**config.mk**
```make
export PLATFORM = sky130hd
export DESIGN_NAME = rx_top
export DESIGN_NICKNAME = d
export VERILOG_FILES = /design/src/common/rx_pkg.sv /design/src/hw/rx_frontend/cfo_phase_accum.sv /design/src/hw/rx_frontend/quadrant_derotator.sv /design/src/hw/rx_frontend/sample_input.sv /design/src/hw/rx_regmap.sv /design/src/hw/rx_top.sv
export SDC_FILE = /design/constraint.sdc
export NUM_CORES = 1
export LEC_CHECK = 0
export BUFFER_PORTS_ARGS = -buffer_cell sky130_fd_sc_hd__buf_2
export CAP_MARGIN = 30
export CORE_MARGIN = 2
export CORE_UTILIZATION = 35
export CTS_CLUSTER_DIAMETER = 40
export DETAILED_ROUTE_END_ITERATION = 16
export PLACE_DENSITY_LB_ADDON = 0.2
export RECOVER_POWER = 100
export SLEW_MARGIN = 20
export SYNTH_ARGS = -nofsm -noshare
export SYNTH_HDL_FRONTEND = slang
export SYNTH_SLANG_ARGS = --single-unit
```
**constraint.sdc**
```tcl
create_clock -name clk_i -period 7.8 [get_ports clk_i]
set_input_delay 0.78 -clock clk_i [delete_from_list [all_inputs] [get_ports clk_i]]
set_output_delay 0.78 -clock clk_i [all_outputs]
set_load 0.005 [all_outputs]
```
**src/common/rx_pkg.sv**
```systemverilog
`default_nettype none

package rx_pkg;

    // --------------------------------------------------
    // data widths
    // --------------------------------------------------
    localparam int IQ_DW       = 32;
    localparam int IQ_HALF_DW  = IQ_DW / 2;
    localparam int PHASE_DW    = 20;
    localparam int CNT_DW      = 32;

    // component slots inside one sample word
    localparam int COMP_I = 0;
    localparam int COMP_Q = 1;

    // --------------------------------------------------
    // status register map
    // --------------------------------------------------
    localparam int REG_ADDR_DW = 3;
    localparam int REG_DW      = 32;

    localparam logic [REG_ADDR_DW-1:0] REG_ID          = 3'd0;
    localparam logic [REG_ADDR_DW-1:0] REG_LAST_SAMPLE = 3'd1;
    localparam logic [REG_ADDR_DW-1:0] REG_SAMPLE_CNT  = 3'd2;
    localparam logic [REG_ADDR_DW-1:0] REG_CFO_INC     = 3'd3;
    localparam logic [REG_ADDR_DW-1:0] REG_MODE        = 3'd4;

    localparam logic [REG_DW-1:0] DESIGN_ID = 32'h5253_0001;

    // one complex sample, Q in the upper half and I in the lower half
    typedef union packed {
        logic [IQ_DW-1:0]                raw;
        logic [1:0][IQ_HALF_DW-1:0]      comp;
    } iq_sample_t;

endpackage

`default_nettype wire

```
**src/hw/rx_frontend/cfo_phase_accum.sv**
```systemverilog
`timescale 1ns/1ps
`default_nettype none

module cfo_phase_accum #(
    parameter int PHASE_DW = rx_pkg::PHASE_DW
) (
    input  logic                        clk_i,
    input  logic                        reset_ni,

    input  logic                        smp_valid_i,

    input  logic signed [PHASE_DW-1:0]  cfo_inc_i,
    input  logic                        cfo_inc_valid_i,
    input  logic                        cfo_manual_i,

    output logic [PHASE_DW-1:0]         phase_o,
    output logic signed [PHASE_DW-1:0]  cfo_inc_o,
    output logic                        cfo_manual_o
);

    logic signed [PHASE_DW-1:0]     cfo_inc_q;
    logic [PHASE_DW-1:0]            phase_q;
    logic                           cfo_manual_q;

    // --------------------------------------------------
    // increment and phase
    // --------------------------------------------------
    always_ff @(posedge clk_i) begin
        if (!reset_ni) begin
            cfo_inc_q    <= '0;
            phase_q      <= '0;
            cfo_manual_q <= 1'b0;
        end else begin
            cfo_manual_q <= cfo_manual_i;
            if (cfo_manual_i) begin
                // manual mode, no correction
                cfo_inc_q <= '0;
                phase_q   <= '0;
            end else begin
                // estimates are relative to the current increment
                if (cfo_inc_valid_i) begin
                    cfo_inc_q <= cfo_inc_q - cfo_inc_i;
                end
                // phase wraps, uses the increment held before this edge
                if (smp_valid_i) begin
                    phase_q <= phase_q + $unsigned(cfo_inc_q);
                end
            end
        end
    end

    assign phase_o      = phase_q;
    assign cfo_inc_o    = cfo_inc_q;
    assign cfo_manual_o = cfo_manual_q;

endmodule

`default_nettype wire

```
**src/hw/rx_frontend/quadrant_derotator.sv**
```systemverilog
`timescale 1ns/1ps
`default_nettype none

module quadrant_derotator #(
    parameter int PHASE_DW = rx_pkg::PHASE_DW
) (
    input  logic                    clk_i,
    input  logic                    reset_ni,

    input  rx_pkg::iq_sample_t      smp_data_i,
    input  logic                    smp_valid_i,
    input  logic [PHASE_DW-1:0]     phase_i,

    output rx_pkg::iq_sample_t      derot_o,
    output logic                    derot_valid_o
);

    localparam int HW = rx_pkg::IQ_HALF_DW;

    logic [1:0]             quadrant;
    logic signed [HW-1:0]   in_i;
    logic signed [HW-1:0]   in_q;
    logic signed [HW-1:0]   neg_i;
    logic signed [HW-1:0]   neg_q;
    logic signed [HW-1:0]   rot_i;
    logic signed [HW-1:0]   rot_q;
    rx_pkg::iq_sample_t     derot_q;
    logic                   derot_valid_q;

    assign quadrant = phase_i[PHASE_DW-1 -: 2];

    assign in_i  = $signed(smp_data_i.comp[rx_pkg::COMP_I]);
    assign in_q  = $signed(smp_data_i.comp[rx_pkg::COMP_Q]);
    // two's complement, -32768 stays -32768
    assign neg_i = -in_i;
    assign neg_q = -in_q;

    // --------------------------------------------------
    // rotation by n * 90 degrees
    // --------------------------------------------------
    always_comb begin
        case (quadrant)
            2'd1: begin
                rot_i = neg_q;
                rot_q = in_i;
            end
            2'd2: begin
                rot_i = neg_i;
                rot_q = neg_q;
            end
            2'd3: begin
                rot_i = in_q;
                rot_q = neg_i;
            end
            default: begin
                rot_i = in_i;
                rot_q = in_q;
            end
        endcase
    end

    always_ff @(posedge clk_i) begin
        if (smp_valid_i) begin
            derot_q.comp[rx_pkg::COMP_I] <= rot_i;
            derot_q.comp[rx_pkg::COMP_Q] <= rot_q;
        end
    end

    always_ff @(posedge clk_i) begin
        if (!reset_ni) begin
            derot_valid_q <= 1'b0;
        end else begin
            derot_valid_q <= smp_valid_i;
        end
    end

    assign derot_o       = derot_q;
    assign derot_valid_o = derot_valid_q;

endmodule

`default_nettype wire

```
**src/hw/rx_frontend/sample_input.sv**
```systemverilog
`timescale 1ns/1ps
`default_nettype none

module sample_input (
    input  logic                        clk_i,
    input  logic                        reset_ni,

    input  rx_pkg::iq_sample_t          sample_i,
    input  logic                        sample_valid_i,

    output rx_pkg::iq_sample_t          smp_data_o,
    output logic                        smp_valid_o,
    output logic [rx_pkg::CNT_DW-1:0]   sample_cnt_o,
    output rx_pkg::iq_sample_t          last_sample_o
);

    rx_pkg::iq_sample_t             smp_data_q;
    logic                           smp_valid_q;
    logic [rx_pkg::CNT_DW-1:0]      sample_cnt_q;
    rx_pkg::iq_sample_t             last_sample_q;

    // sample stage towards the derotator
    always_ff @(posedge clk_i) begin
        smp_data_q.raw <= sample_i.raw;
    end

    // --------------------------------------------------
    // strobe, counter and status copy
    // --------------------------------------------------
    always_ff @(posedge clk_i) begin
        if (!reset_ni) begin
            smp_valid_q       <= 1'b0;
            sample_cnt_q      <= '0;
            last_sample_q.raw <= '0;
        end else begin
            smp_valid_q <= sample_valid_i;
            if (sample_valid_i) begin
                // counter wraps
                sample_cnt_q      <= sample_cnt_q + 1'b1;
                last_sample_q.raw <= sample_i.raw;
            end
        end
    end

    assign smp_data_o    = smp_data_q;
    assign smp_valid_o   = smp_valid_q;
    assign sample_cnt_o  = sample_cnt_q;
    assign last_sample_o = last_sample_q;

endmodule

`default_nettype wire

```
**src/hw/rx_regmap.sv**
```systemverilog
`timescale 1ns/1ps
`default_nettype none

module rx_regmap (
    input  logic                                clk_i,
    input  logic                                reset_ni,

    input  logic [rx_pkg::REG_ADDR_DW-1:0]      rd_addr_i,
    input  logic                                rd_strobe_i,

    input  rx_pkg::iq_sample_t                  last_sample_i,
    input  logic [rx_pkg::CNT_DW-1:0]           sample_cnt_i,
    input  logic signed [rx_pkg::PHASE_DW-1:0]  cfo_inc_i,
    input  logic                                cfo_manual_i,

    output logic [rx_pkg::REG_DW-1:0]           rd_data_o,
    output logic                                rd_valid_o
);

    localparam int EXT_DW = rx_pkg::REG_DW - rx_pkg::PHASE_DW;

    logic [rx_pkg::REG_DW-1:0]  cfo_inc_ext;
    logic [rx_pkg::REG_DW-1:0]  mode_word;
    logic [rx_pkg::REG_DW-1:0]  rd_word;
    logic [rx_pkg::REG_DW-1:0]  rd_data_q;
    logic                       rd_valid_q;

    assign cfo_inc_ext = {{EXT_DW{cfo_inc_i[rx_pkg::PHASE_DW-1]}}, cfo_inc_i};
    assign mode_word   = {{(rx_pkg::REG_DW-1){1'b0}}, cfo_manual_i};

    // --------------------------------------------------
    // address decode
    // --------------------------------------------------
    always_comb begin
        case (rd_addr_i)
            rx_pkg::REG_ID: begin
                rd_word = rx_pkg::DESIGN_ID;
            end
            rx_pkg::REG_LAST_SAMPLE: begin
                rd_word = last_sample_i.raw;
            end
            rx_pkg::REG_SAMPLE_CNT: begin
                rd_word = sample_cnt_i;
            end
            rx_pkg::REG_CFO_INC: begin
                rd_word = cfo_inc_ext;
            end
            rx_pkg::REG_MODE: begin
                rd_word = mode_word;
            end
            default: begin
                rd_word = '0;
            end
        endcase
    end

    always_ff @(posedge clk_i) begin
        if (rd_strobe_i) begin
            rd_data_q <= rd_word;
        end
    end

    always_ff @(posedge clk_i) begin
        if (!reset_ni) begin
            rd_valid_q <= 1'b0;
        end else begin
            rd_valid_q <= rd_strobe_i;
        end
    end

    assign rd_data_o  = rd_data_q;
    assign rd_valid_o = rd_valid_q;

endmodule

`default_nettype wire

```
**src/hw/rx_top.sv**
```systemverilog
`timescale 1ns/1ps
`default_nettype none

module rx_top #(
    parameter int PHASE_DW = rx_pkg::PHASE_DW
) (
    input  logic                                clk_i,
    input  logic                                reset_ni,

    input  rx_pkg::iq_sample_t                  sample_i,
    input  logic                                sample_valid_i,

    input  logic signed [PHASE_DW-1:0]          cfo_inc_i,
    input  logic                                cfo_inc_valid_i,
    input  logic                                cfo_manual_i,

    input  logic [rx_pkg::REG_ADDR_DW-1:0]      rd_addr_i,
    input  logic                                rd_strobe_i,

    output rx_pkg::iq_sample_t                  derot_o,
    output logic                                derot_valid_o,

    output logic [rx_pkg::REG_DW-1:0]           rd_data_o,
    output logic                                rd_valid_o
);

    rx_pkg::iq_sample_t             smp_data;
    logic                           smp_valid;
    logic [rx_pkg::CNT_DW-1:0]      sample_cnt;
    rx_pkg::iq_sample_t             last_sample;
    logic [PHASE_DW-1:0]            phase;
    logic signed [PHASE_DW-1:0]     cfo_inc;
    logic                           cfo_manual_q;

    // --------------------------------------------------
    // sample path
    // --------------------------------------------------
    sample_input i_sample_input (
        .clk_i          (clk_i),
        .reset_ni       (reset_ni),
        .sample_i       (sample_i),
        .sample_valid_i (sample_valid_i),
        .smp_data_o     (smp_data),
        .smp_valid_o    (smp_valid),
        .sample_cnt_o   (sample_cnt),
        .last_sample_o  (last_sample)
    );

    cfo_phase_accum #(
        .PHASE_DW (PHASE_DW)
    ) i_cfo_phase_accum (
        .clk_i           (clk_i),
        .reset_ni        (reset_ni),
        .smp_valid_i     (smp_valid),
        .cfo_inc_i       (cfo_inc_i),
        .cfo_inc_valid_i (cfo_inc_valid_i),
        .cfo_manual_i    (cfo_manual_i),
        .phase_o         (phase),
        .cfo_inc_o       (cfo_inc),
        .cfo_manual_o    (cfo_manual_q)
    );

    quadrant_derotator #(
        .PHASE_DW (PHASE_DW)
    ) i_quadrant_derotator (
        .clk_i         (clk_i),
        .reset_ni      (reset_ni),
        .smp_data_i    (smp_data),
        .smp_valid_i   (smp_valid),
        .phase_i       (phase),
        .derot_o       (derot_o),
        .derot_valid_o (derot_valid_o)
    );

    // status readback
    rx_regmap i_rx_regmap (
        .clk_i         (clk_i),
        .reset_ni      (reset_ni),
        .rd_addr_i     (rd_addr_i),
        .rd_strobe_i   (rd_strobe_i),
        .last_sample_i (last_sample),
        .sample_cnt_i  (sample_cnt),
        .cfo_inc_i     (cfo_inc),
        .cfo_manual_i  (cfo_manual_q),
        .rd_data_o     (rd_data_o),
        .rd_valid_o    (rd_valid_o)
    );

endmodule

`default_nettype wire

```
==> reports/qor.txt <==
Status: complete, but fails checks
Failing checks: capacitance limit, slew limit
GPL Wtd Cong: 0.8695
Rows: 64
Die height: 179.7 um
Delay-heaviest family, CP: buffers and inverters
RSZ-0062 raised after global routing: false
Max Fclk: 0.2277 GHz
Hpwl dp: 20,680 um
Final Hold Viols: 0
Worst-Skew Late Latency: 0.52 ns
Cts hold-fix bufs: 0
Startpoint types: primary input
CP Buf/Inv Count: 2
Post-route ant nets: 0
Clk sink count: 204
Unique masters post-synth: 70
Gr ovfl total: 0
Initial Util: 35.40%
Synth top area share: 25.95%
Setup TNS: 0 ns
Mapped Area: 10,800 sq um
Synth Area per Inst: 9.855 sq um
Synth area leaders: dfxtp_1, edfxtp_1, mux2i_1
Critical Path Slowest Stage Cell: clkbuf_1
Reg area: 4728 sq um
Core area: 30,510 sq um
Vias per cell: 5.212
Post-Synthesis Cells: 1,096
First-pass iteration count of the detailed router: 5
Die W: 179.7 um
Hold Path Class: in2reg
Most common cell after layout, fill and taps aside: dfxtp_1
Post-synthesis sequential area ratio: 43.74%
Most used cell along the critical path: and4_1
Bufs on Longest Clock Path: 3
Final period util: 56.30%
Total track usage: 17.12%
Number of diodes: 0
Clock root buffer: clkbuf_16
Yosys top cell by area: dfxtp_1
Required @ worst endpoint: 8.18 ns
# port buffers: 126
Crit-path max FO: 39
LEAKAGE: 0.005122 uW
Antenna violations before repair: 0
Cts bufs inserted: 36
Skew final: 0.02576 ns
First-pass GRT wire length: 44,510 um
Crit path DAT: 4.77 ns
Final WL: 28,350 um
Max transition margin: -98.52%
Post-DR wirelength/cell: 17.35 um
Fin. max-slew vios: 238
Vias: 8,516
Final Critical Period: 4.392 ns
Post-synth net total: 1,200
Crit path kind: in2reg
Post-synth EDFFs: 64
Clk slew on worst S/H paths: 0.06 ns
# Post-CTS Setup Buffers: 0
Top_reg_cell synth: dfxtp_1
Synth Register Bits: 204
Layout net count: 1,314
Final setup vio count: 0
DR iter-0 viols: 663
Share of cells above drive strength 1: 14.94%
Syn. warnings: 0
Layout filler cell count: 3,050
Max incr delay on CP: 1.88 ns
Max capacitance violation total: 5
Worst setup margin: 3.408 ns
Pwr dens: 238.4 nW/um^2
Footprint of the multi-input gates: 5698 sq um
CTS tree: yes
Residual DRC count: 0
Vias in the first global route: 7,957
Layout area overhead: 20.17%
Die area: 32,280 sq um
Number of gates resized after CTS: 0
Maximum vdd drop: 140.2 uV
Top Ports: 127
Commonest non-fill, non-tap cells in the layout: dfxtp_1, o21ai_0, nor2_1
Post-synth ARST share: 0%
Worst-Margin Slew: 2.978 ns
DP Worst Slack: 4.442 ns
Largest net degree at the start of global routing: 86
Critical-path cell list: buf_2 -> clkbuf_1 -> and4_1 -> and4_1 -> nor2b_1 -> nand4_1 -> nor3_1 -> xor2_1 -> and2_0
Htree depth: 2
Element type at the critical path end: flip-flop
[flip-flops by register name, indices dropped and copies added, names as in the netlist]
name	cells
i_sample_input.smp_data_o	32
i_sample_input.sample_cnt_o	32
i_cfo_phase_accum.cfo_manual_o	1
i_sample_input.smp_valid_o	1
i_rx_regmap.rd_valid_o	1
i_cfo_phase_accum.phase_o	20
i_rx_regmap.rd_data_o	32
i_quadrant_derotator.derot_valid_o	1
i_sample_input.last_sample_o	32
i_quadrant_derotator.derot_o	32
i_cfo_phase_accum.cfo_inc_o	20
[cell type report]
cell class              count  area share [%]
flip-flops and latches    204           36.43
multi-input cells         795           43.90
repair buffers            134           4.569
clock inverters            26           2.448
inverters                  39           1.128
well taps                 396           3.817
clock buffers              40           7.712
[final timing paths]
path | slack, ns | endpoint | from | cells past startpoint
min reg2reg | 0.46 | i_cfo_phase_accum.phase_o[13] | i_cfo_phase_accum.phase_o[13] | 2
min | 0.40 | i_sample_input.smp_data_o[31] | sample_i[31] | 1
max reg2reg | 4.18 | i_cfo_phase_accum.phase_o[9] | i_sample_input.smp_valid_o | 3
max | 3.41 | i_sample_input.sample_cnt_o[31] | sample_valid_i | 9
[synthesized netlist by cell type, types with 23 or more instances]
library cell  number
a21oi_1           62
and2_1            39
clkbuf_1          49
dfxtp_1          140
edfxtp_1          64
ha_1              41
inv_1             38
mux2_2            23
mux2i_1           54
nand2_1           65
nand3_1           28
nor2_1            72
nor2b_1           49
o21ai_0           72
xnor2_1           44
[stage by stage]
step           power [uW]  area, sq um  hold slack, ns  cells  util, %
2_1_floorplan        1348        10800          0.4291   1096        -
3_3_place_gp         1442        11770          0.4463   1567    38.57
3_5_place_dp         1444        11770          0.4548   1567    38.57
4_1_cts              3128        13090          0.3659   1633    42.89
5_1_grt              3206        12980          0.3941   1634    42.54
6_report             3095        12980          0.4047   1634    42.54
[worst register-to-register path, cell delays in order, from the launching register on]
cell	delay (ns)
dfxtp_2	0.31
clkbuf_1	2.08
nand2_1	0.79
o21ai_0	0.36
[where the power goes]
group          internal (uW)  total (uW)  switching (uW)
logic                    103         239             136
registers               1140        1180            39.7
clock network           1080        1670             589
total                   2330        3090             765
[cells by family (layout without fill, tap and decap cells)]
logic type	after synthesis	after routing	share of synthesized area (%)
AOI/OAI and AO/OA	246	246	14.34
xor gates and xnor gates	63	63	5.108
adders and majority gates	43	43	5.120
buffers and inverters	97	239	3.382
DFF	204	204	43.74
muxes	96	96	11.40
and+or+nand+nor	347	347	16.91
[per-layer routing]
| metal | vias to the layer above | GRT usage [%] | routed length (um) |
|---|---|---|---|
| li1 | 4233 | - | - |
| met1 | 3994 | 23.98 | 13420 |
| met2 | 252 | 27.36 | 12970 |
| met3 | 37 | 2.877 | 1439 |
| met4 | 0 | 4.585 | 522 |
| met5 | - | 0 | 0 |
Power figures use the tool's default switching activity.
